<file path="src/source/axi_mem_defs.svh">
// the data width stays at 64 bits with 8-byte aligned beats while the memory depth may change freely
`ifndef AXI_MEM_DEFS_SVH
`define AXI_MEM_DEFS_SVH

// byte address width
`define AXI_ADDR_W 32

// one beat, full width on every transfer
`define AXI_DATA_W 64

// byte lanes per beat and the address bits below a word
`define AXI_STRB_W (`AXI_DATA_W / 8)
`define AXI_BYTE_OFF_W 3

// transaction id and burst length fields
`define AXI_ID_W 4
`define AXI_LEN_W 8
`define AXI_RESP_W 2

// log2 of the number of 64-bit words, 10 gives 8 KiB
`define MEM_DEPTH_LOG2 10

`endif
</file>
<file path="src/source/axi_types_pkg.sv">
// field types and channel structs for a 64-bit AXI4 slave without size, burst, lock, cache, prot or qos
`include "axi_mem_defs.svh"

package axi_types_pkg;

    typedef logic [`AXI_ADDR_W-1:0] axi_addr_t;
    typedef logic [`AXI_DATA_W-1:0] axi_data_t;
    typedef logic [`AXI_STRB_W-1:0] axi_strb_t;
    typedef logic [`AXI_ID_W-1:0]   axi_id_t;
    typedef logic [`AXI_LEN_W-1:0]  axi_len_t;
    typedef logic [`AXI_RESP_W-1:0] axi_resp_t;

    localparam axi_resp_t RESP_OKAY   = 2'b00;
    localparam axi_resp_t RESP_SLVERR = 2'b10;

    // write and read requests share one layout
    typedef struct packed {
        axi_addr_t addr;
        axi_id_t   id;
        axi_len_t  len;
    } axi_aw_t;

    typedef axi_aw_t axi_ar_t;

    typedef struct packed {
        axi_data_t data;
        axi_strb_t strb;
        logic      last;
    } axi_w_t;

    typedef struct packed {
        axi_id_t   id;
        axi_resp_t resp;
    } axi_b_t;

    typedef struct packed {
        axi_data_t data;
        axi_id_t   id;
        axi_resp_t resp;
        logic      last;
    } axi_r_t;

endpackage

</file>
<file path="src/source/mem_types_pkg.sv">
// word index and write port of the on-chip array, sized by MEM_DEPTH_LOG2
`include "axi_mem_defs.svh"

package mem_types_pkg;

    // word index, one word per 64-bit beat
    typedef logic [`MEM_DEPTH_LOG2-1:0] mem_index_t;

    // strobed write, applied at the clock edge where en is high
    typedef struct packed {
        logic                     en;
        mem_index_t               index;
        axi_types_pkg::axi_data_t data;
        axi_types_pkg::axi_strb_t strb;
    } mem_wr_t;

endpackage

</file>
<file path="src/source/axi_write_ctrl.sv">
// one write burst at a time with INCR only, beats counted from awlen so wlast is ignored
`timescale 1ns/100ps
`include "axi_mem_defs.svh"

module axi_write_ctrl (
    input  logic                   clk,
    input  logic                   rst,
    input  axi_types_pkg::axi_aw_t i_aw,
    input  logic                   i_aw_valid,
    output logic                   o_aw_ready,
    input  axi_types_pkg::axi_w_t  i_w,
    input  logic                   i_w_valid,
    output logic                   o_w_ready,
    output axi_types_pkg::axi_b_t  o_b,
    output logic                   o_b_valid,
    input  logic                   i_b_ready,
    output mem_types_pkg::mem_wr_t o_mem_wr
);
    import axi_types_pkg::*;
    import mem_types_pkg::*;

    localparam int WORD_W = `AXI_ADDR_W - `AXI_BYTE_OFF_W;

    typedef enum logic [1:0] {
        W_IDLE,
        W_ADDR,
        W_DATA,
        W_RESP
    } wr_state_t;

    wr_state_t       state;
    wr_state_t       state_nxt;
    mem_index_t      start_index;
    axi_id_t         burst_id;
    axi_len_t        burst_len;
    logic            burst_ok;
    axi_len_t        beat_cnt;
    logic [WORD_W:0] end_word;
    logic            aw_hs;
    logic            w_hs;
    logic            b_hs;
    logic            w_done;

    assign aw_hs  = i_aw_valid && o_aw_ready;
    assign w_hs   = i_w_valid && o_w_ready;
    assign b_hs   = o_b_valid && i_b_ready;
    assign w_done = w_hs && (beat_cnt == burst_len);

    // last word of the burst, spare top bit keeps the carry
    assign end_word = {1'b0, i_aw.addr[`AXI_ADDR_W-1:`AXI_BYTE_OFF_W]} + (WORD_W+1)'(i_aw.len);

    always_ff @(posedge clk) begin
        if (rst) begin
            state <= W_IDLE;
        end else begin
            state <= state_nxt;
        end
    end

    always_comb begin
        state_nxt = state;
        case (state)
            W_IDLE: state_nxt = W_ADDR;
            W_ADDR: if (aw_hs) state_nxt = W_DATA;
            W_DATA: if (w_done) state_nxt = W_RESP;
            W_RESP: if (b_hs) state_nxt = W_ADDR;
            default: state_nxt = W_IDLE;
        endcase
    end

    // request held for the whole burst
    always_ff @(posedge clk) begin
        if (aw_hs) begin
            start_index <= i_aw.addr[`AXI_BYTE_OFF_W +: `MEM_DEPTH_LOG2];
            burst_id    <= i_aw.id;
            burst_len   <= i_aw.len;
            burst_ok    <= (end_word[WORD_W:`MEM_DEPTH_LOG2] == '0);
        end
    end

    always_ff @(posedge clk) begin
        if (rst || aw_hs) begin
            beat_cnt <= '0;
        end else if (w_hs) begin
            beat_cnt <= beat_cnt + 1'b1;
        end
    end

    assign o_aw_ready = (state == W_ADDR);
    assign o_w_ready  = (state == W_DATA);
    assign o_b_valid  = (state == W_RESP);

    assign o_b.id   = burst_id;
    assign o_b.resp = burst_ok ? RESP_OKAY : RESP_SLVERR;

    // out of range bursts take their beats but never write
    assign o_mem_wr.en    = w_hs && burst_ok;
    assign o_mem_wr.index = start_index + mem_index_t'(beat_cnt);
    assign o_mem_wr.data  = i_w.data;
    assign o_mem_wr.strb  = i_w.strb;

endmodule

</file>
<file path="config.mk">
export PLATFORM = sky130hd
export DESIGN_NAME = axi_write_ctrl
export DESIGN_NICKNAME = d
export VERILOG_FILES = /design/src/source/axi_types_pkg.sv /design/src/source/mem_types_pkg.sv /design/src/source/axi_write_ctrl.sv
export VERILOG_INCLUDE_DIRS = /design/src /design/src/source
export SDC_FILE = /design/constraint.sdc
export NUM_CORES = 1
export LEC_CHECK = 0
export BUFFER_PORTS_ARGS = -buffer_cell sky130_fd_sc_hd__buf_2
export CORE_MARGIN = 8
export CORE_UTILIZATION = 43
export CTS_BUF_LIST = sky130_fd_sc_hd__clkbuf_16
export CTS_CLUSTER_DIAMETER = 40
export DETAILED_ROUTE_END_ITERATION = 12
export GPL_ROUTABILITY_DRIVEN = 0
export PLACE_DENSITY = 0.9
export SETUP_SLACK_MARGIN = 0.15
export SYNTH_ARGS = -nofsm -noshare
export SYNTH_HDL_FRONTEND = slang
export SYNTH_SLANG_ARGS = --single-unit
</file>
<file path="constraint.sdc">
create_clock -name clk -period 4.4 [get_ports clk]
set_clock_uncertainty 0.2 [all_clocks]
set_input_delay 0.44 -clock clk [delete_from_list [all_inputs] [get_ports clk]]
set_output_delay 0.44 -clock clk [all_outputs]
set_load 0.02 [all_outputs]
</file>
==> results of run 1 <==
## through the flow
stage	std cells	utilization [%]	setup slack, ns	hold WS, ns	instance area, µm²
floorplan	292	-	1.761	0.2631	2710
global placement	358	41.42	1.516	0.2793	2570
detailed placement	358	41.42	1.422	0.3056	2570
CTS	366	44.18	1.322	0.1276	2741
global route	366	44.18	1.157	0.1285	2741
finish	366	44.18	1.349	0.1345	2741
## area by class of cell
class	count	area, µm²	area share [%]
Tap cell	77	96.34	3.514
Timing Repair Buffer	64	320.3	11.68
Inverter	15	56.30	2.054
Clock inverter	3	46.29	1.689
Sequential cell	33	890.9	32.50
Clock buffer	5	125.1	4.564
Multi-Input combinational cell	169	1206	44.00
## worst max-delay path, delay by kind of cell, from the launching register on
family                   cells  cell delay (ns)
AO/OA/AOI/OAI                4             0.45
XOR/XNOR                     1             0.14
adder cells (fa/ha/maj)      2             0.63
buffers and inverters        2             0.23
flip-flops                   1             0.45
AND/OR/NAND/NOR              2             0.23
## kinds of logic after synthesis
group	Yosys count	synth area share, %
AO/OA/AOI/OAI	47	12.05
buffers and inverters	90	22.62
AND/OR/NAND/NOR	75	14.27
other	1	0.1384
adder cells (fa/ha/maj)	21	9.972
flip-flops	33	32.87
XOR/XNOR	25	8.079
## cell usage in the layout (no fill, tap or decap), drive strengths merged, types with 6 or more instances in the layout
| cell | instances |
|---|---|
| a21oi | 12 |
| dfxtp | 10 |
| buf | 64 |
| nand2 | 15 |
| ha | 20 |
| nor3 | 6 |
| inv | 15 |
| xnor2 | 11 |
| nand3 | 14 |
| nor2 | 15 |
| xor2 | 14 |
| o31ai | 6 |
| edfxtp | 23 |
## power by group through the flow
stage | Sequential, mW | Clock (mW) | Combinational (mW)
6_report | 0.415 | 0.399 | 0.286
5_1_grt | 0.420 | 0.415 | 0.314
4_1_cts | 0.415 | 0.405 | 0.288
3_5_place_dp | 0.421 | 0 | 0.285
3_3_place_gp | 0.417 | 0 | 0.267
2_1_floorplan | 0.419 | 0 | 0.278
## per-layer routing
metal / part of all wire (%) / vias to the layer above
met5: 0 / -
met4: 3.8 / 0
met3: 14 / 26
met2: 54 / 145
met1: 28 / 936
li1: - / 946
## registers in the layout, indices dropped and copies added (netlist names)
register / flops
start_index: 10
state: 2
burst_len: 8
burst_ok: 1
beat_cnt: 8
burst_id: 4
## final timing paths
check,to,slack [ns],depth (start not counted)
max,o_mem_wr[80],1.35,11
min,burst_id[3],0.13,1
max reg2reg,state[0],2.05,7
min reg2reg,state[1],0.31,2
==> flow_summary.ini, run 1 <==
[synth]
ys_async_sr_fraction_pct = 0
synthTopCellsByCount = buf_4, edfxtp_1, ha_1
ys_warn_count = 0
ys_seq_area_share_pct = 32.87
ys_ff_latch = 33
yosysMostFrequentCell = buf_4
synthCells = 292
synth_area_leaders = edfxtp_1, buf_4, ha_1, dfxtp_1, xor2_1
netlist-cell-type-count = 44
avgSynthCellArea_um2 = 9.281
synth_area_um2 = 2710
synth_top_area_share_pct = 25.48
synth_fp_nets = 435
synth_largest_area_cell = edfxtp_1
ys.flop_type = edfxtp_1
synth-edff-count = 23

[worst_setup_path]
critPathLaunch = beat_cnt[0]
crit_chain = ha_1 -> inv_1 -> fa_1 -> nor2b_1 -> o21ai_0 -> nand2b_1 -> a21o_1 -> a21o_1 -> a31oi_1 -> xnor2_1 -> buf_2
critPathLaunchType = flop
required_ns = 3.76
slowest_stage = dfxtp_1
critPathMaxStageDelay_ns = 0.45
path_class = reg2out
cp_common_cell = a21o_1
r2r-start = beat_cnt[3]
critPathMaxFanout = 5
end_kind = primary output
arrival_ns = 2.41

[placed_design]
hpwl_um = 5924
portBuffers = 64

[cts]
cts.sinks = 33
post_cts_resized = 0
cts_inserted_buffers = 5
cts_buffer_depth = 2
cts.reportedPaths.clkPinSlew_ns = 0.06
cts_hold_buf = 0
clock_latency_ns = 0.28
cts_tree = yes
root_buffer = clkbuf_16
htreeDepth = 2
cts_setup_buffers = 0

[sta]
relSlewSlack_pct = 33.73
min_period_ns = 3.051
rsz0062_at_grt = no
setup_violations = 0
tightestPinTransition_ns = 0.9940
hold_viol = 0
fin_setup_tns_ns = 0
post-route-period-util_pct = 69.35
timing.fmax_mhz = 327.7
report.final.slew_viol_count = 0

[global_routing]
grt_pass1_wl_um = 10620
antenna_found_initial = 0
track_usage_pct = 15.44
use_met1_pct = 11.66
met2_usage_pct = 29.57
gr-total-overflow = 0
grt_pass1_vias = 2182
busiest_layer = met2
use_met3_pct = 8.898
grt_max_degree = 25

[pwr]
p_leak_nw = 1.157
switching_share_pct = 30.99
total_power_mw = 1.100
seqPwrFrac_pct = 37.7
ir_drop_uv = 207.6
p_sw_uw = 340.9
powerDensity_nw_per_um2 = 401.3
pwr-share-clk_pct = 36.3
combPwrFrac_pct = 26.0
p_int_uw = 759.3

[finish]
area_delta_synth_final_pct = 1.154
drive_above_1_share_pct = 26.99
diodes = 0
nets = 431
n_fill_cell = 569

[hold_path]
hp-start = i_aw[11]
holdCritPathClass = in2reg

[drt]
route.detailed.drc = 0
postRouteAntennaNets = 0
dr.pass1.iters = 4
vias = 2053
wirelength_um = 6963
drtIter0Drc = 106
detail_route.wl_per_cell_um = 19.02
vias_per_cell = 5.609

[die]
core_um2 = 6205
core.rowCount = 29
die-area_um2 = 9099
start_util_pct = 43.68
die_w_um = 95.39
num_io_pins = 214
die_y_um = 95.39

[run_status]
status = completed

[flow_run]
drv_cap = 0
Power figures use the tool's default switching activity.
==> run 2: changes to the inputs <==
--- a/config.mk
+++ b/config.mk
@@ -8,12 +8,12 @@
 export LEC_CHECK = 0
 export BUFFER_PORTS_ARGS = -buffer_cell sky130_fd_sc_hd__buf_2
 export CORE_MARGIN = 8
-export CORE_UTILIZATION = 43
+export CORE_UTILIZATION = 36
 export CTS_BUF_LIST = sky130_fd_sc_hd__clkbuf_16
 export CTS_CLUSTER_DIAMETER = 40
 export DETAILED_ROUTE_END_ITERATION = 12
 export GPL_ROUTABILITY_DRIVEN = 0
-export PLACE_DENSITY = 0.9
+export PLACE_DENSITY = 0.8
 export SETUP_SLACK_MARGIN = 0.15
 export SYNTH_ARGS = -nofsm -noshare
 export SYNTH_HDL_FRONTEND = slang
==> constraint.sdc (replaced) <==
create_clock -name clk -period 2.5 [get_ports clk]
set_clock_uncertainty 0.2 [all_clocks]
set_input_delay 0.25 -clock clk [delete_from_list [all_inputs] [get_ports clk]]
set_output_delay 0.25 -clock clk [all_outputs]
set_load 0.02 [all_outputs]
==> run 2 against run 1 <==
  * The flow now finishes with violations (hold timing, setup timing)
  * Sequential share of layout area down 4.4 points
  * Register-to-register slack got worse by 1.7 ns
  * First-iteration DRC count fell by 35%
  * Clock-buffer cell count did not move
  * Critical endpoint unchanged
  * Largest power group unchanged
==> flow_summary.ini, run 2 (synthesis results as in run 1) <==
[sta]
report.final.slew_viol_count = 0
post-route-period-util_pct = 106.7
fin_ws_ns = -0.1681
min_period_ns = 2.668
timing.hold.ws_ns = -0.001156
rsz0062_at_grt = yes
setup_violations = 5
timing.fmax_mhz = 374.8
hold_viol = 1

[cts]
htreeDepth = 2
cts.reportedPaths.clkPinSlew_ns = 0.06
clock_latency_ns = 0.28
root_buffer = clkbuf_16
cts_inserted_buffers = 5
cts_tree = yes
cts.sinks = 33
cts_buffer_depth = 2

[worst_setup_path]
path_class = reg2out
end_kind = primary output
critPathMaxFanout = 2
critPathLaunchType = flop
required_ns = 2.05
arrival_ns = 2.22

[pwr]
switching_share_pct = 32.01
seqPwrFrac_pct = 38.5
p_sw_uw = 601.5
p_int_mw = 1.277
pwr-share-clk_pct = 30.6
combPwrFrac_pct = 30.9
powerDensity_nw_per_um2 = 592.6
p_leak_nw = 1.332
ir_drop_uv = 266.2
total_power_mw = 1.879

[placed_design]
portBuffers = 64
hpwl_um = 5773
place_area_um2 = 2726
post-place-ws_ns = -0.1069

[die]
num_io_pins = 214
die_w_um = 102.8
die_y_um = 102.8
start_util_pct = 37.17
core_um2 = 7292
die-area_um2 = 10560
core.rowCount = 31

[drt]
postRouteAntennaNets = 0
drtIter0Drc = 69
route.detailed.drc = 0
vias = 2154
vias_per_cell = 5.080
detail_route.wl_per_cell_um = 17.41
dr.pass1.iters = 4
wirelength_um = 7381

[finish]
largest_register_ff_count = 10
area_delta_synth_final_pct = 16.99
n_fill_cell = 700
final_cell_mix = buf_2, edfxtp_1, dlygate4sd3_1
top_register = start_index
final_common_cell = buf_2
nets = 466
final_cell_area_um2 = 3171
drive_above_1_share_pct = 32.72
reg_top3 = start_index x10, beat_cnt x8, burst_len x8

[global_routing]
gr-total-overflow = 0
grt_pass1_wl_um = 11010
grt_max_degree = 24
grt_pass1_vias = 2224
track_usage_pct = 13.57
antenna_found_initial = 1

[run_status]
violations = hold timing, setup timing
status = complete, but fails checks

[hold_path]
holdCritPathClass = in2reg

[flow_run]
drv_cap = 0
run 2: cell type report:
type,instances,area (µm²),area share [%]
multi-input combinational,169,1300,41.00
sequential,33,890.9,28.10
timing repair buffer,99,660.6,20.84
clock buffer,5,125.1,3.946
tap,99,123.9,3.907
inverter,15,56.30,1.776
clock inverter,3,11.26,0.3552
antenna,1,2.502,0.07893
run 2: critical path, stage by stage, from the launching register on:
cell and delay, ns:
edfxtp_1 0.40, ha_2 0.21, inv_2 0.05, fa_2 0.19
nor2b_1 0.05, o21ai_1 0.12, nand2b_1 0.09, a21o_1 0.18
a21o_1 0.20, a31oi_4 0.17, xnor2_2 0.12, buf_4 0.16
run 2: power groups by stage:
| stage | clock network (mW) | logic (mW) | registers, mW |
|---|---|---|---|
| final | 0.575 | 0.581 | 0.723 |
| after global routing | 0.601 | 0.642 | 0.731 |
| after detailed placement | 0 | 0.533 | 0.732 |
| after CTS | 0.577 | 0.570 | 0.723 |
| after floorplan | 0 | 0.495 | 0.739 |
| after global placement | 0 | 0.507 | 0.730 |
run 2: final timing paths:
path / start / to / slack [ns] / depth (start not counted)
worst min-delay path: i_aw[20] / start_index[5] / -0.001 / 1
worst max register to register: beat_cnt[0] / state[0] / 0.33 / 8
worst max-delay path: start_index[0] / o_mem_wr[80] / -0.17 / 11
worst min register to register: state[1] / state[1] / 0.29 / 2
run 2: metrics by stage:
step / setup TNS [ns] / instances / hold slack [ns] / utilization [%]
3_5_place_dp: -0.1794 / 392 / 0.2285 / 37.39
4_1_cts: -0.4959 / 422 / 0.0005137 / 43.05
2_1_floorplan: 0 / 292 / 0.1191 / -
6_report: -0.6262 / 424 / -0.001156 / 43.48
5_1_grt: -1.207 / 424 / 0.008276 / 43.48
3_3_place_gp: -0.05939 / 392 / 0.2280 / 37.39
run 2: routing by layer:
layer  wire, µm  global-route usage [%]  share of wire [%]
met1       2469                   12.13                 33
met5          0                       0                  0
met3        799                   6.347                 11
met4        325                   9.121                4.4
met2       3787                   24.03                 51
run 2: what timing repair did:
item	in CTS	in global routing
endpoints found under the setup margin	6	9
hold buffers	19	0
pin swaps	9	2
resized for setup	19	5
setup buffers	3	1
hold endpoints to repair	20	0
cloned	0	0
==> run 3: changes to the inputs <==
--- a/config.mk
+++ b/config.mk
@@ -6,14 +6,15 @@
 export SDC_FILE = /design/constraint.sdc
 export NUM_CORES = 1
 export LEC_CHECK = 0
+export ABC_AREA = 1
 export BUFFER_PORTS_ARGS = -buffer_cell sky130_fd_sc_hd__buf_2
 export CORE_MARGIN = 8
-export CORE_UTILIZATION = 36
+export CORE_UTILIZATION = 45
 export CTS_BUF_LIST = sky130_fd_sc_hd__clkbuf_16
 export CTS_CLUSTER_DIAMETER = 40
 export DETAILED_ROUTE_END_ITERATION = 12
 export GPL_ROUTABILITY_DRIVEN = 0
-export PLACE_DENSITY = 0.8
+export PLACE_DENSITY = 0.87
 export SETUP_SLACK_MARGIN = 0.15
 export SYNTH_ARGS = -nofsm -noshare
 export SYNTH_HDL_FRONTEND = slang
==> constraint.sdc (replaced) <==
create_clock -name clk -period 3.3 [get_ports clk]
set_clock_uncertainty 0.2 [all_clocks]
set_input_delay 0.33 -clock clk [delete_from_list [all_inputs] [get_ports clk]]
set_output_delay 0.33 -clock clk [all_outputs]
set_load 0.02 [all_outputs]
==> run 3 against run 2 <==
  * The run now ends clean
  * Register-to-register slack gained 0.71 ns
  * Core utilization grew 3.0 points
  * Worst setup slack improved by 0.53 ns
  * Synthesized cell count is 75% higher
  * Die area rose by 1.4%
  * Total power decreased by 20%
  * Largest power group unchanged
==> flow_summary.ini, run 3 <==
[sta]
fin_setup_tns_ns = 0
hold_viol = 0
rsz0062_at_grt = no
post-route-period-util_pct = 89.09
report.final.slew_viol_count = 0
timing.fmax_mhz = 340.1
min_period_ns = 2.940
setup_violations = 0

[pwr]
ir_drop_uv = 197.6
p_sw_uw = 494.3
seqPwrFrac_pct = 36.3
switching_share_pct = 32.80
p_int_mw = 1.013
pwr-share-clk_pct = 33.7
powerDensity_nw_per_um2 = 428.4
p_leak_nw = 1.838
combPwrFrac_pct = 30.0

[drt]
route.detailed.drc = 0
dr.pass1.iters = 5
vias_per_cell = 5.227
detail_route.wl_per_cell_um = 14.43
drtIter0Drc = 145
postRouteAntennaNets = 0
vias = 3204
wirelength_um = 8846

[synth]
synth_top_area_share_pct = 20.07
netlist-cell-type-count = 36
synthCells = 511
avgSynthCellArea_um2 = 6.736
ys_async_sr_fraction_pct = 0
synth_area_um2 = 3442
ys_seq_area_share_pct = 25.88
synth-edff-count = 23
ys_ff_latch = 33
synthTopCellsByCount = nand2_1, inv_1, buf_4
synth_largest_area_cell = edfxtp_1
ys_warn_count = 0
synth_area_leaders = edfxtp_1, buf_4, nand2_1, inv_1, ha_1
ys.flop_type = edfxtp_1
yosysMostFrequentCell = nand2_1
synth_fp_nets = 654

[finish]
area_delta_synth_final_pct = 2.217
layout.area.seq_um2 = 890.9
n_fill_cell = 741
largest_register_ff_count = 10
nets = 653
final_cell_mix = nand2_1, inv_1, buf_2
top_register = start_index
drive_above_1_share_pct = 16.63
multiInputGateArea_um2 = 1709
reg_top3 = start_index x10, beat_cnt x8, burst_len x8
diodes = 0
final_cell_area_um2 = 3518
final_common_cell = nand2_1

[global_routing]
antenna_found_initial = 1
grt_pass1_wl_um = 14150
track_usage_pct = 16.93
gr-total-overflow = 0
grt_pass1_vias = 3173
grt_max_degree = 25

[cts]
cts.sinks = 33
cts_buffer_depth = 2
cts_tree = yes
htreeDepth = 2
root_buffer = clkbuf_16
cts_hold_buf = 0
cts_inserted_buffers = 5
clock_latency_ns = 0.28
cts.reportedPaths.clkPinSlew_ns = 0.05

[worst_setup_path]
end_kind = primary output
critPathLaunchType = flop
path_class = reg2out
arrival_ns = 2.41
critPathMaxFanout = 4
required_ns = 2.77

[die]
die-area_um2 = 10700
core_um2 = 7567
start_util_pct = 45.49
die_y_um = 103.5
core.rowCount = 32
num_io_pins = 214
die_w_um = 103.5

[placed_design]
hpwl_um = 7330
place_area_um2 = 3349
portBuffers = 64

[flow_run]
drv_cap = 0

[run_status]
status = completed

[hold_path]
holdCritPathClass = in2reg
==> run 3: changes by cell type after synthesis, moves of 8 or more <==
| cell | delta |
|---|---|
| inv_1 | +64 |
| nand2_1 | +128 |
| nand3_1 | +22 |
| nor2_1 | +24 |
| o21ai_0 | +8 |
| xnor2_1 | -9 |
==> run 3: layout make-up <==
class                      count  share of cell area [%]
clock buffer                   5                   3.556
clock inverter                 3                   1.067
timing repair buffer          65                   9.317
multi-input combinational    325                   48.58
sequential                    33                   25.32
inverter                      80                   8.535
tap                          102                   3.627
==> run 3: routing by layer <==
metal | vias to the layer above | routed length, µm | track usage, %
met2 | 203 | 4073 | 27.86
li1 | 1542 | - | -
met3 | 23 | 1115 | 8.768
met5 | - | 13 | 0
met1 | 1434 | 3393 | 17.75
met4 | 2 | 249 | 7.230
==> run 3: what timing repair did <==
item                       CTS  global route
setup endpoints to repair    0             1
setup buffers                0             0
gates resized for setup      0             3
==> run 3: path summary, 6_finish.rpt <==
path	startpoint	to	slack (ns)	depth (start not counted)
setup / recovery	beat_cnt[0]	o_mem_wr[80]	0.36	12
hold / removal	i_aw[11]	burst_id[3]	0.03	1
setup reg to reg	state[1]	state[0]	1.04	8
hold reg to reg	beat_cnt[7]	beat_cnt[7]	0.31	2
==> run 3: power by group through the flow <==
stage	clock network (mW)	registers [mW]	logic, mW
5_1_grt	0.534	0.551	0.505
3_5_place_dp	0	0.553	0.448
4_1_cts	0.516	0.546	0.452
3_3_place_gp	0	0.549	0.427
2_1_floorplan	0	0.552	0.417
6_report	0.508	0.547	0.452
==> run 3: logic make-up (layout without fill, tap and decap cells) <==
family                     after synthesis  count (layout)  share of synthesized area [%]
buffers and inverters                  153             153                          24.65
AOI/OAI and AO/OA                       38              38                          6.107
adders and majority gates               21              21                          7.852
DFF                                     33              33                          25.88
xor gates and xnor gates                13              13                          3.308
and+or+nand+nor                        252             252                          32.10
other                                    1               1                         0.1089
==> run 3: critical path, stage by stage (launching register included) <==
cell and delay (ns):
dfxtp_1 0.39, ha_2 0.22, inv_1 0.06, fa_1 0.42, o21ai_2 0.20, nand2_1 0.07
nand2_1 0.09, a21oi_1 0.10, o21bai_1 0.19, a21o_1 0.14, nand2_1 0.05, nand2_1 0.05
buf_2 0.15
==> run 3: metrics by stage <==
stage / std cells / util [%] / hold slack (ns) / setup slack [ns] / power, mW
floorplan: 511 / - / 0.2289 / 0.8772 / 0.9693
global placement: 605 / 44.26 / 0.2985 / 0.6481 / 0.9753
detailed placement: 605 / 44.26 / 0.3014 / 0.5450 / 1.001
CTS: 613 / 46.41 / 0.01986 / 0.2199 / 1.513
global route: 613 / 46.49 / 0.01494 / 0.1658 / 1.591
finish: 613 / 46.49 / 0.02541 / 0.3599 / 1.507
