<file path="src/source/axi_mem_defs.svh">
// the data width stays at 64 bits with 8-byte aligned beats while the memory depth may change freely
`ifndef AXI_MEM_DEFS_SVH
`define AXI_MEM_DEFS_SVH

// byte address width
`define AXI_ADDR_W 32

// one beat, full width on every transfer
`define AXI_DATA_W 64

// byte lanes per beat and the address bits below a word
`define AXI_STRB_W (`AXI_DATA_W / 8)
`define AXI_BYTE_OFF_W 3

// transaction id and burst length fields
`define AXI_ID_W 4
`define AXI_LEN_W 8
`define AXI_RESP_W 2

// log2 of the number of 64-bit words, 10 gives 8 KiB
`define MEM_DEPTH_LOG2 10

`endif
</file>
<file path="src/source/axi_types_pkg.sv">
// field types and channel structs for a 64-bit AXI4 slave without size, burst, lock, cache, prot or qos
`include "axi_mem_defs.svh"

package axi_types_pkg;

    typedef logic [`AXI_ADDR_W-1:0] axi_addr_t;
    typedef logic [`AXI_DATA_W-1:0] axi_data_t;
    typedef logic [`AXI_STRB_W-1:0] axi_strb_t;
    typedef logic [`AXI_ID_W-1:0]   axi_id_t;
    typedef logic [`AXI_LEN_W-1:0]  axi_len_t;
    typedef logic [`AXI_RESP_W-1:0] axi_resp_t;

    localparam axi_resp_t RESP_OKAY   = 2'b00;
    localparam axi_resp_t RESP_SLVERR = 2'b10;

    // write and read requests share one layout
    typedef struct packed {
        axi_addr_t addr;
        axi_id_t   id;
        axi_len_t  len;
    } axi_aw_t;

    typedef axi_aw_t axi_ar_t;

    typedef struct packed {
        axi_data_t data;
        axi_strb_t strb;
        logic      last;
    } axi_w_t;

    typedef struct packed {
        axi_id_t   id;
        axi_resp_t resp;
    } axi_b_t;

    typedef struct packed {
        axi_data_t data;
        axi_id_t   id;
        axi_resp_t resp;
        logic      last;
    } axi_r_t;

endpackage

</file>
<file path="src/source/mem_types_pkg.sv">
// word index and write port of the on-chip array, sized by MEM_DEPTH_LOG2
`include "axi_mem_defs.svh"

package mem_types_pkg;

    // word index, one word per 64-bit beat
    typedef logic [`MEM_DEPTH_LOG2-1:0] mem_index_t;

    // strobed write, applied at the clock edge where en is high
    typedef struct packed {
        logic                     en;
        mem_index_t               index;
        axi_types_pkg::axi_data_t data;
        axi_types_pkg::axi_strb_t strb;
    } mem_wr_t;

endpackage

</file>
<file path="src/source/axi_read_ctrl.sv">
// one read burst at a time with INCR only, each beat costs a fetch cycle and a present cycle
`timescale 1ns/100ps
`include "axi_mem_defs.svh"

module axi_read_ctrl (
    input  logic                       clk,
    input  logic                       rst,
    input  axi_types_pkg::axi_ar_t     i_ar,
    input  logic                       i_ar_valid,
    output logic                       o_ar_ready,
    output axi_types_pkg::axi_r_t      o_r,
    output logic                       o_r_valid,
    input  logic                       i_r_ready,
    output logic                       o_rd_en,
    output mem_types_pkg::mem_index_t  o_rd_index,
    input  axi_types_pkg::axi_data_t   i_rd_data
);
    import axi_types_pkg::*;
    import mem_types_pkg::*;

    localparam int WORD_W = `AXI_ADDR_W - `AXI_BYTE_OFF_W;

    typedef enum logic [1:0] {
        R_IDLE,
        R_ADDR,
        R_FETCH,
        R_PRESENT
    } rd_state_t;

    rd_state_t       state;
    rd_state_t       state_nxt;
    mem_index_t      start_index;
    axi_id_t         burst_id;
    axi_len_t        burst_len;
    logic            burst_ok;
    axi_len_t        beat_cnt;
    logic [WORD_W:0] end_word;
    logic            ar_hs;
    logic            r_hs;
    logic            last_beat;

    assign ar_hs     = i_ar_valid && o_ar_ready;
    assign r_hs      = o_r_valid && i_r_ready;
    assign last_beat = (beat_cnt == burst_len);

    // same range rule as the write side
    assign end_word = {1'b0, i_ar.addr[`AXI_ADDR_W-1:`AXI_BYTE_OFF_W]} + (WORD_W+1)'(i_ar.len);

    always_ff @(posedge clk) begin
        if (rst) begin
            state <= R_IDLE;
        end else begin
            state <= state_nxt;
        end
    end

    always_comb begin
        state_nxt = state;
        case (state)
            R_IDLE: state_nxt = R_ADDR;
            R_ADDR: if (ar_hs) state_nxt = R_FETCH;
            R_FETCH: state_nxt = R_PRESENT;
            R_PRESENT: begin
                if (r_hs) begin
                    state_nxt = last_beat ? R_ADDR : R_FETCH;
                end
            end
            default: state_nxt = R_IDLE;
        endcase
    end

    always_ff @(posedge clk) begin
        if (ar_hs) begin
            start_index <= i_ar.addr[`AXI_BYTE_OFF_W +: `MEM_DEPTH_LOG2];
            burst_id    <= i_ar.id;
            burst_len   <= i_ar.len;
            burst_ok    <= (end_word[WORD_W:`MEM_DEPTH_LOG2] == '0);
        end
    end

    always_ff @(posedge clk) begin
        if (rst || ar_hs) begin
            beat_cnt <= '0;
        end else if (r_hs) begin
            beat_cnt <= beat_cnt + 1'b1;
        end
    end

    // no array access for bursts past the end
    assign o_rd_en    = (state == R_FETCH) && burst_ok;
    assign o_rd_index = start_index + mem_index_t'(beat_cnt);

    assign o_ar_ready = (state == R_ADDR);
    assign o_r_valid  = (state == R_PRESENT);

    // array output register holds the word until the next fetch
    assign o_r.data = burst_ok ? i_rd_data : '0;
    assign o_r.id   = burst_id;
    assign o_r.resp = burst_ok ? RESP_OKAY : RESP_SLVERR;
    assign o_r.last = last_beat;

endmodule

</file>
<file path="config.mk">
export PLATFORM = sky130hd
export DESIGN_NAME = axi_read_ctrl
export DESIGN_NICKNAME = d
export VERILOG_FILES = /design/src/source/axi_types_pkg.sv /design/src/source/mem_types_pkg.sv /design/src/source/axi_read_ctrl.sv
export VERILOG_INCLUDE_DIRS = /design/src /design/src/source
export SDC_FILE = /design/constraint.sdc
export NUM_CORES = 1
export LEC_CHECK = 0
export BUFFER_PORTS_ARGS = -buffer_cell sky130_fd_sc_hd__buf_2
export CORE_ASPECT_RATIO = 1.4
export CORE_MARGIN = 8
export CORE_UTILIZATION = 41
export CTS_BUF_LIST = sky130_fd_sc_hd__clkbuf_16
export CTS_CLUSTER_DIAMETER = 80
export DETAILED_ROUTE_END_ITERATION = 16
export GPL_TIMING_DRIVEN = 0
export HOLD_SLACK_MARGIN = 0.08
export PLACE_DENSITY = 0.81
export SYNTH_ARGS = -nofsm -noshare
export SYNTH_HDL_FRONTEND = slang
export SYNTH_SLANG_ARGS = --single-unit
</file>
<file path="constraint.sdc">
create_clock -name clk -period 2.7 [get_ports clk]
set_input_delay 0.54 -clock clk [delete_from_list [all_inputs] [get_ports clk]]
set_output_delay 0.54 -clock clk [all_outputs]
set_load 0.02 [all_outputs]
</file>
==> results.sh, run 1 <==
export IMPL_wl_mm=9.67
export IMPL_yosysTopAreaCell="edfxtp_1"
export IMPL_fin_crit_ns=2.76
export IMPL_fin_skew_ns=0.00276
export IMPL_crit_fanout=2
export IMPL_vias=3000
export IMPL_synthCells=295
export IMPL_synth_area_um2=2650
export IMPL_synth_nets=424
export IMPL_port_buffers=191
export IMPL_maxSlewViolCount=0
export IMPL_use_met3_pct=5.07
export IMPL_cts_hold_buf=0
export IMPL_netlist_area_leader_share_pct=26.0
export IMPL_drt_wirelength_per_cell_um=17.0
export IMPL_final_hold_violation_count=0
export IMPL_rows=34
export IMPL_rsz0062_at_grt="true"
export IMPL_fin_ws_ns=-0.0633
export IMPL_met2_usage_pct=36.6
export IMPL_cts_made_buffers=5
export IMPL_die_area_um2=9340
export IMPL_synthArstFlopShare_pct=0
export IMPL_path_class="register to output port"
export IMPL_cts_num_sinks=33
export IMPL_grt_pass1_wl_mm=15.0
export IMPL_failed_checks="setup timing"
export IMPL_drtPass1Iterations=4
export IMPL_placed_cell_area_um2=3700
export IMPL_grt_overflow_total=0
export IMPL_yosysMostFrequentCell="and2_1"
export IMPL_peakVddDrop_v=0.000223
export IMPL_antenna_cells=0
export IMPL_drive_gt1_share_pct=44.9
export IMPL_die_w_um=84.0
export IMPL_holdPathStages=1
export IMPL_drc=0
export IMPL_synth_seq_cells=33
export IMPL_grt_max_degree=24
export IMPL_dp_hpwl_mm=8.17
export IMPL_clk_path_buf_depth=2
export IMPL_cts_tree="done"
export IMPL_relSlewSlack_pct=43.1
export IMPL_powerDensity_nw_per_um2=417
export IMPL_grt_total_usage_pct=19.2
export IMPL_worstMarginPinSlew_ns=0.853
export IMPL_avgSynthCellArea_um2=8.99
export IMPL_yosysUniqueCellTypes=54
export IMPL_htree_levels=2
export IMPL_root_buffer="clkbuf_16"
export IMPL_drv_cap=0
export IMPL_core_area_um2=6250
export IMPL_yosysWarnings=0
export IMPL_min_period_over_period_pct=102
export IMPL_synth_flop_cell="edfxtp_1"
export IMPL_fin_nets=625
export IMPL_cp_arrival_ns=2.22
export IMPL_crit_chain="ha_1, a21o_1, a21oi_2, nor2b_2, o211ai_1, nand2_1, a41oi_2, xnor2_1, buf_4"
export IMPL_crit_path_end_kind="output port"
export IMPL_busiest_layer="met2"
export IMPL_clock_latency_ns=0.27
export IMPL_startpoint_type="register"
export IMPL_finalSetupViolations=2
export IMPL_leakagePower_nw=1.87
export IMPL_hold_class="input pin to register"
export IMPL_antenna_found_initial=0
export IMPL_use_met1_pct=19.7
export IMPL_synth_edf_count=23
export IMPL_viasPerCell=5.27
export IMPL_ant_nets=0
export IMPL_finalInstanceArea_um2=3930
export IMPL_die_height_um=111
export IMPL_syn2layout_area_growth_pct=48.2
export IMPL_start_util_pct=42.4
export IMPL_status="complete, but fails checks"
export IMPL_yosysSeqAreaShare_pct=33.6
export IMPL_synth_commonest_cells="and2_1, edfxtp_1, xnor2_1, nor2_1, ha_1"
export IMPL_r2r_cells=3
export IMPL_critPathMaxStageDelay_ns=0.40
export IMPL_critPathSlowestCell="edfxtp_1"
export IMPL_grt_pass1_vias=3000
export IMPL_clk_pin_slew_ns=0.05
export IMPL_yosys_top_cells_area="edfxtp_1, and2_1, dfxtp_1"
export IMPL_drt_iter0_markers=151
export IMPL_gp_congestion=0.851
export IMPL_worstPathRequired_ns=2.16
export IMPL_io_pins=196
export IMPL_max_freq_mhz=362
export IMPL_pre_cts_ws_ns=-0.0617
==> final timing paths <==
check                       end           start  slack (ns)
setup reg to reg    burst_id[3]        state[0]        1.00
hold / removal      burst_id[3]        i_ar[11]        0.44
hold reg to reg        state[0]        state[0]        0.50
setup / recovery  o_rd_index[9]  start_index[1]       -0.06
==> worst max-delay path, delay by kind of cell (launching register included) <==
family	cells	cell delay, ns
buf+inv	1	0.17
simple gates	2	0.21
xor+xnor	1	0.15
compound gates	4	0.72
fa+ha+maj	1	0.30
flops	1	0.40
==> metal layers <==
layer  vias to the layer above  share of wire (%)  routed length, um
met5                         -                  0                  0
met3                        12                6.8                654
met2                       132                 54               5260
met4                         0                1.4                133
met1                      1392                 37               3620
li1                       1464                  -                  -
==> registers in the layout, indices dropped and copies added (netlist names) <==
name         count
beat_cnt         8
burst_id         4
burst_len        8
burst_ok         1
start_index     10
state            2
==> cell type report <==
cell class | count | area (um2)
Timing Repair Buffer | 194 | 986
Clock buffer | 5 | 125
Tap cell | 72 | 90.1
Fill cell | 513 | 2320
Clock inverter | 3 | 41.3
Multi-Input combinational cell | 242 | 1710
Buffer | 11 | 48.8
Sequential cell | 33 | 897
Inverter | 9 | 33.8
==> timing repair <==
action,in CTS,in global routing
resized for setup,14,3
endpoints found under the setup margin,4,4
pin swaps,5,4
buffers inserted,3,0
==> through the flow <==
step	power [mW]	hold WS [ns]	std cells	utilization (%)	setup TNS, ns
global route	1.70	0.434	569	62.9	-0.374
detailed placement	1.02	0.495	558	59.1	-0.112
finish	1.64	0.440	569	62.9	-0.0821
global placement	1.01	0.489	558	59.1	-0.000961
CTS	1.65	0.434	569	62.7	-0.0757
floorplan	0.820	0.458	295	-	0
==> kinds of logic (layout without fill, tap and decap cells) <==
logic type,count (synthesis),in the layout,share of synthesized area [%]
AO/OA/AOI/OAI,49,49,13.8
XOR/XNOR,26,26,8.58
adder cells (fa/ha/maj),17,17,8.30
buffers and inverters,20,222,3.11
flip-flops,33,33,33.6
other,1,1,0.141
AND/OR/NAND/NOR,149,149,32.5
==> cell usage in the layout, fill, tap and decap left out, types with 2 or more instances in the layout <==
cell and count:
buf_2 188, and2_1 65, edfxtp_1 23, xnor2_1 19, nor2_1 17, ha_1 15, nand2_1 14, nand3_1 12
nand4_1 11, inv_1 9, a21oi_1 9, clkbuf_1 9, buf_4 8, xor2_1 7, o21ai_0 7, dfxtp_1 7
nor4_1 5, clkbuf_16 5, and3_1 4, nor3_1 4, a21o_1 3, a21oi_2 3, nand2b_1 3, nor2b_1 2
and4_1 2, a31oi_1 2, o21bai_1 2, a311o_1 2, o22ai_1 2, dfxtp_2 2
==> power breakdown <==
| group | switching (mW) | internal [mW] |
|---|---|---|
| logic | 0.254 | 0.180 |
| clock network | 0.200 | 0.431 |
| registers | 0.0106 | 0.564 |
No activity file was read; power rests on OpenSTA's default activity.
==> run 2, diff against run 1 <==
--- a/config.mk
+++ b/config.mk
@@ -6,16 +6,17 @@
 export SDC_FILE = /design/constraint.sdc
 export NUM_CORES = 1
 export LEC_CHECK = 0
+export ABC_AREA = 1
 export BUFFER_PORTS_ARGS = -buffer_cell sky130_fd_sc_hd__buf_2
 export CORE_ASPECT_RATIO = 1.4
 export CORE_MARGIN = 8
-export CORE_UTILIZATION = 41
+export CORE_UTILIZATION = 45
 export CTS_BUF_LIST = sky130_fd_sc_hd__clkbuf_16
 export CTS_CLUSTER_DIAMETER = 80
 export DETAILED_ROUTE_END_ITERATION = 16
 export GPL_TIMING_DRIVEN = 0
 export HOLD_SLACK_MARGIN = 0.08
-export PLACE_DENSITY = 0.81
+export PLACE_DENSITY = 0.82
 export SYNTH_ARGS = -nofsm -noshare
 export SYNTH_HDL_FRONTEND = slang
 export SYNTH_SLANG_ARGS = --single-unit
==> run 2 against run 1 <==
The run now ends clean. Flip-flop and latch count stayed put. Clock skew is 0.0019 ns higher. Fmax is 2.9% higher. Area after synthesis is 29% higher. Largest power group is now sequential cells.
==> results.sh, run 2 <==
export IMPL_synth_flop_cell="edfxtp_1"
export IMPL_final_hold_violation_count=0
export IMPL_drc=0
export IMPL_path_class="register to output port"
export IMPL_critical_path_top_delay_family="flip-flops"
export IMPL_status="complete, no violations"
export IMPL_synthCells=587
export IMPL_dp_hpwl_mm=10.6
export IMPL_grt_pass1_wl_mm=19.6
export IMPL_p_switching_uw=578
export IMPL_crit_chain="ha_4, nand2_2, nor3_2, a21oi_2, o21ai_2, nand2_1, a21boi_2, xor2_1, buf_4"
export IMPL_antenna_found_initial=2
export IMPL_gp_congestion=0.903
export IMPL_die_w_um=89.6
export IMPL_p_int_mw=1.10
export IMPL_combPwrFrac_pct=32.7
export IMPL_core_area_um2=7360
export IMPL_path_buf_inv=1
export IMPL_fin_nets=922
export IMPL_synthArstFlopShare_pct=0
export IMPL_pwr_share_clk_pct=32.5
export IMPL_drt_iter0_markers=141
export IMPL_synth_seq_cells=33
export IMPL_crit_fanout=4
export IMPL_synth_commonest_cells="nand2_1, inv_1, nor2_1, nand3_1, edfxtp_1"
export IMPL_ant_nets=0
export IMPL_yosysUniqueCellTypes=33
export IMPL_fin_crit_ns=2.69
export IMPL_relSlewSlack_pct=42.4
export IMPL_place_inst=875
export IMPL_drt_wirelength_per_cell_um=14.2
export IMPL_startpoint_type="register"
export IMPL_fin_skew_ns=0.00466
export IMPL_fin_ws_ns=0.0145
export IMPL_crit_path_end_kind="output port"
export IMPL_clk_path_buf_depth=2
export IMPL_rsz0062_at_grt="true"
export IMPL_min_period_over_period_pct=99.5
export IMPL_cts_hold_buf=0
export IMPL_start_util_pct=46.4
export IMPL_fin_util_pct=65.3
export IMPL_switching_share_pct=34.4
export IMPL_io_pins=196
export IMPL_grt_total_usage_pct=23.3
export IMPL_drv_cap=0
export IMPL_root_buffer="clkbuf_16"
export IMPL_largest_register_ffs=10
export IMPL_clock_latency_ns=0.29
export IMPL_maxSlewViolCount=0
export IMPL_rows=37
export IMPL_yosysSeqAreaShare_pct=26.1
export IMPL_drive_gt1_share_pct=31.6
export IMPL_grt_pass1_vias=4365
export IMPL_max_freq_mhz=372
export IMPL_viasPerCell=4.88
export IMPL_powerDensity_nw_per_um2=350
export IMPL_critPathMaxStageDelay_ns=0.44
export IMPL_netlist_area_leader_share_pct=25.0
export IMPL_finalSetupViolations=0
export IMPL_worstMarginPinSlew_ns=0.863
export IMPL_yosysMostFrequentCell="nand2_1"
export IMPL_pre_cts_ws_ns=-0.0625
export IMPL_avgSynthCellArea_um2=5.81
export IMPL_top_regs="start_index (10), beat_cnt (8), burst_len (8)"
export IMPL_die_area_um2=10700
export IMPL_vias=4353
export IMPL_wl_mm=12.6
export IMPL_critPathSlowestCell="edfxtp_1"
export IMPL_leakagePower_nw=3.09
export IMPL_pwr_share_seq_pct=34.8
export IMPL_cts_made_buffers=5
export IMPL_cts_num_sinks=33
export IMPL_synth_edf_count=23
export IMPL_clk_pin_slew_ns=0.05
export IMPL_yosysWarnings=0
export IMPL_final_common_cell="nand2_1"
export IMPL_port_buffers=191
export IMPL_cp_arrival_ns=2.15
export IMPL_synth_nets=716
export IMPL_top_register="start_index"
export IMPL_synth_area_um2=3410
export IMPL_final_cell_mix="nand2_1, buf_2, inv_1"
export IMPL_yosys_top_cells_area="nand2_1, edfxtp_1, inv_1"
export IMPL_worstPathRequired_ns=2.16
export IMPL_drtPass1Iterations=5
export IMPL_peakVddDrop_v=0.000278
export IMPL_yosysTopAreaCell="nand2_1"
export IMPL_cts_tree="done"
export IMPL_layoutNonFillerInstCount=892
export IMPL_htree_levels=2
export IMPL_die_height_um=119
export IMPL_syn2layout_area_growth_pct=40.8
export IMPL_hold_class="input pin to register"
export IMPL_grt_max_degree=24
export IMPL_grt_overflow_total=0
## run 2: cell type report
cell class	count	area, um2
diodes	1	2.50
multi-input cells	397	2020
clock buffers	5	125
repair buffers	199	1020
plain buffers	9	41.3
inverters	148	558
clock inverters	3	15.0
well taps	97	121
fillers	677	2560
flip-flops and latches	33	895
## run 2: repair_timing
action / CTS / global route
setup endpoints to repair: 3 / 3
setup buffers: 6 / 2
pin swaps: 4 / 3
resized for setup: 17 / 13
hold endpoints to repair: 0 / 0
## run 2: final timing paths
kind,startpoint,endpoint,slack (ns),cells after the start
setup / recovery,start_index[4],o_rd_index[9],0.01,9
hold / removal,i_ar[11],burst_id[3],0.43,1
setup reg to reg,state[0],start_index[6],0.98,4
hold reg to reg,beat_cnt[7],beat_cnt[7],0.52,2
## run 2: worst register-to-register path: cells and delay by family (launching register included)
family	cells	cell delay [ns]
buffers and inverters	2	0.73
flip-flops	1	0.36
AND/OR/NAND/NOR	2	0.25
## run 2: through the flow
step / TNS (ns) / hold WS, ns / cell area, um2 / power, mW
2_1_floorplan: 0 / 0.474 / 3410 / 0.903
3_3_place_gp: 0 / 0.495 / 4490 / 1.12
3_5_place_dp: -0.0625 / 0.519 / 4490 / 1.13
4_1_cts: -0.00996 / 0.430 / 4740 / 1.67
5_1_grt: -0.266 / 0.426 / 4800 / 1.76
6_report: 0 / 0.429 / 4800 / 1.68
## run 2: metal layers
metal	vias to the layer above	global-route usage [%]	share of wire, %	wire length [um]
li1	2167	-	-	-
met1	1912	20.3	32	4050
met2	210	43.8	53	6660
met3	62	4.96	9.2	1160
met4	2	17.0	6.0	760
met5	-	0	0.11	14
## run 2: cells by family after synthesis
kind of cell,share of synthesized area (%)
xor gates and xnor gates,2.82
DFF,26.1
AOI/OAI and AO/OA,4.58
other,0.110
and+or+nand+nor,42.4
buffers and inverters,17.5
adders and majority gates,6.45
## run 2: power by group through the flow
stage          Combinational [mW]  Clock, mW  Sequential, mW
2_1_floorplan               0.308          0           0.594
3_3_place_gp                0.524          0           0.592
3_5_place_dp                0.536          0           0.593
4_1_cts                     0.543      0.540           0.584
5_1_grt                     0.607      0.564           0.587
6_report                    0.549      0.546           0.585
==> run 3, diff against run 2 <==
--- a/config.mk
+++ b/config.mk
@@ -8,6 +8,7 @@
 export LEC_CHECK = 0
 export ABC_AREA = 1
 export BUFFER_PORTS_ARGS = -buffer_cell sky130_fd_sc_hd__buf_2
+export CAP_MARGIN = 20
 export CORE_ASPECT_RATIO = 1.4
 export CORE_MARGIN = 8
 export CORE_UTILIZATION = 45
@@ -17,6 +18,7 @@
 export GPL_TIMING_DRIVEN = 0
 export HOLD_SLACK_MARGIN = 0.08
 export PLACE_DENSITY = 0.82
+export RECOVER_POWER = 50
 export SYNTH_ARGS = -nofsm -noshare
 export SYNTH_HDL_FRONTEND = slang
 export SYNTH_SLANG_ARGS = --single-unit
==> run 3 against run 2 <==
Fmax about the same. Wire length about the same. Design area down 0.76%. First-iteration DRC count down 4.3%. Flip-flop and latch count unchanged. Sequential power about the same. Cell count unchanged. Register-to-register slack about the same. Clock power about the same. Worst hold slack about the same. Clock skew about the same. Combinational power down 1%.
==> results.sh, run 3 (same netlist as run 2, synthesis figures left out) <==
export IMPL_clock_latency_ns=0.29
export IMPL_clk_pin_slew_ns=0.05
export IMPL_min_from="i_ar[11]"
export IMPL_peakVddDrop_v=0.000278
export IMPL_drive_gt1_share_pct=28.0
export IMPL_gp_congestion=0.903
export IMPL_htree_levels=2
export IMPL_p_total_mw=1.67
export IMPL_status="complete, no violations"
export IMPL_tns_ns=0
export IMPL_antenna_found_initial=1
export IMPL_path_class="register to output port"
export IMPL_crit_fanout=4
export IMPL_die_height_um=119
export IMPL_leakagePower_nw=3.00
export IMPL_pwr_share_clk_pct=32.6
export IMPL_syn2layout_area_growth_pct=39.7
export IMPL_grt_overflow_total=0
export IMPL_reg2reg_from="state[0]"
export IMPL_worstMarginPinSlew_ns=0.865
export IMPL_port_buffers=191
export IMPL_grt_pass1_wl_mm=19.6
export IMPL_rows=37
export IMPL_critical_path_top_delay_family="flip-flops"
export IMPL_powerDensity_nw_per_um2=351
export IMPL_grt_pass1_vias=4365
export IMPL_p_int_mw=1.10
export IMPL_final_cell_mix="nand2_1, buf_2, inv_1"
export IMPL_io_pins=196
export IMPL_rsz0062_at_grt="true"
export IMPL_pwr_share_seq_pct=35.0
export IMPL_fill_cells=692
export IMPL_cts_tree="done"
export IMPL_startpoint_type="register"
export IMPL_largest_register_ffs=10
export IMPL_final_hold_violation_count=0
export IMPL_drt_wirelength_per_cell_um=14.2
export IMPL_switching_share_pct=34.6
export IMPL_critPathMaxStageDelay_ns=0.44
export IMPL_fin_nets=922
export IMPL_clk_path_buf_depth=2
export IMPL_drv_cap=0
export IMPL_ant_nets=0
export IMPL_fin_skew_ns=0.00445
export IMPL_core_area_um2=7360
export IMPL_cp_arrival_ns=2.14
export IMPL_top_regs="start_index (10), beat_cnt (8), burst_len (8)"
export IMPL_cts_num_sinks=33
export IMPL_die_area_um2=10700
export IMPL_crit_chain="ha_4, nand2_2, nor3_2, a21oi_2, o21ai_2, nand2_1, a21boi_2, xor2_1, buf_4"
export IMPL_wl_mm=12.6
export IMPL_grt_max_degree=24
export IMPL_max_freq_mhz=373
export IMPL_relSlewSlack_pct=42.3
export IMPL_crit_path_end_kind="output port"
export IMPL_cts_hold_buf=0
export IMPL_drc=0
export IMPL_final_common_cell="nand2_1"
export IMPL_root_buffer="clkbuf_16"
export IMPL_vias=4316
export IMPL_grt_total_usage_pct=23.3
export IMPL_fin_crit_ns=2.68
export IMPL_cts_made_buffers=5
export IMPL_finalSetupViolations=0
export IMPL_viasPerCell=4.84
export IMPL_drt_iter0_markers=135
export IMPL_maxSlewViolCount=0
export IMPL_combPwrFrac_pct=32.4
export IMPL_critPathSlowestCell="edfxtp_1"
export IMPL_top_register="start_index"
export IMPL_p_switching_uw=579
export IMPL_hold_class="input pin to register"
export IMPL_drtPass1Iterations=5
export IMPL_min_period_over_period_pct=99.4
export IMPL_worstPathRequired_ns=2.16
export IMPL_start_util_pct=46.4
export IMPL_critPathLaunch="start_index[4]"
export IMPL_die_w_um=89.6
export IMPL_path_buf_inv=1
export IMPL_dp_hpwl_mm=10.6
run 3: worst paths after layout:
kind / to / slack, ns / depth (start not counted)
max reg2reg: start_index[8] / 0.97 / 4
min reg2reg: beat_cnt[7] / 0.52 / 2
max: o_rd_index[9] / 0.02 / 9
min: burst_id[3] / 0.43 / 1
run 3: final cells by class:
cell class	count	area (um2)	share of cell area, %
Timing Repair Buffer	199	987	20.7
Buffer	9	41.3	0.866
Multi-Input combinational cell	397	2020	42.4
Sequential cell	33	895	18.8
Inverter	148	558	11.7
Antenna cell	1	2.50	0.0525
Clock buffer	5	125	2.62
Clock inverter	3	15.0	0.315
Tap cell	97	121	2.55
run 3: power by group through the flow:
stage / registers, mW / clock network, mW / logic, mW
3_3_place_gp: 0.592 / 0 / 0.524
4_1_cts: 0.584 / 0.540 / 0.543
2_1_floorplan: 0.594 / 0 / 0.308
5_1_grt: 0.587 / 0.564 / 0.602
3_5_place_dp: 0.593 / 0 / 0.536
6_report: 0.586 / 0.547 / 0.542
run 3: what timing repair did:
| item | CTS | global route |
|---|---|---|
| setup buffers | 6 | 2 |
| gates resized for setup | 17 | 13 |
| pin swaps | 4 | 3 |
| setup endpoints to repair | 3 | 3 |
run 3: metal layers:
layer	global-route usage, %	up-vias	wire length (um)
met2	43.8	196	6710
met4	17.0	2	699
met1	20.3	1892	4090
met5	0	-	14
li1	-	2166	-
met3	4.96	60	1140
run 3: through the flow:
step | utilization (%) | hold slack, ns | area (um2) | worst slack, ns | instances
floorplan | - | 0.474 | 3410 | 0.195 | 587
global placement | 61.0 | 0.495 | 4490 | 0.0283 | 875
detailed placement | 61.0 | 0.519 | 4490 | -0.0625 | 875
CTS | 64.4 | 0.430 | 4740 | -0.00996 | 889
global route | 64.7 | 0.426 | 4770 | -0.129 | 891
finish | 64.8 | 0.429 | 4770 | 0.0156 | 892
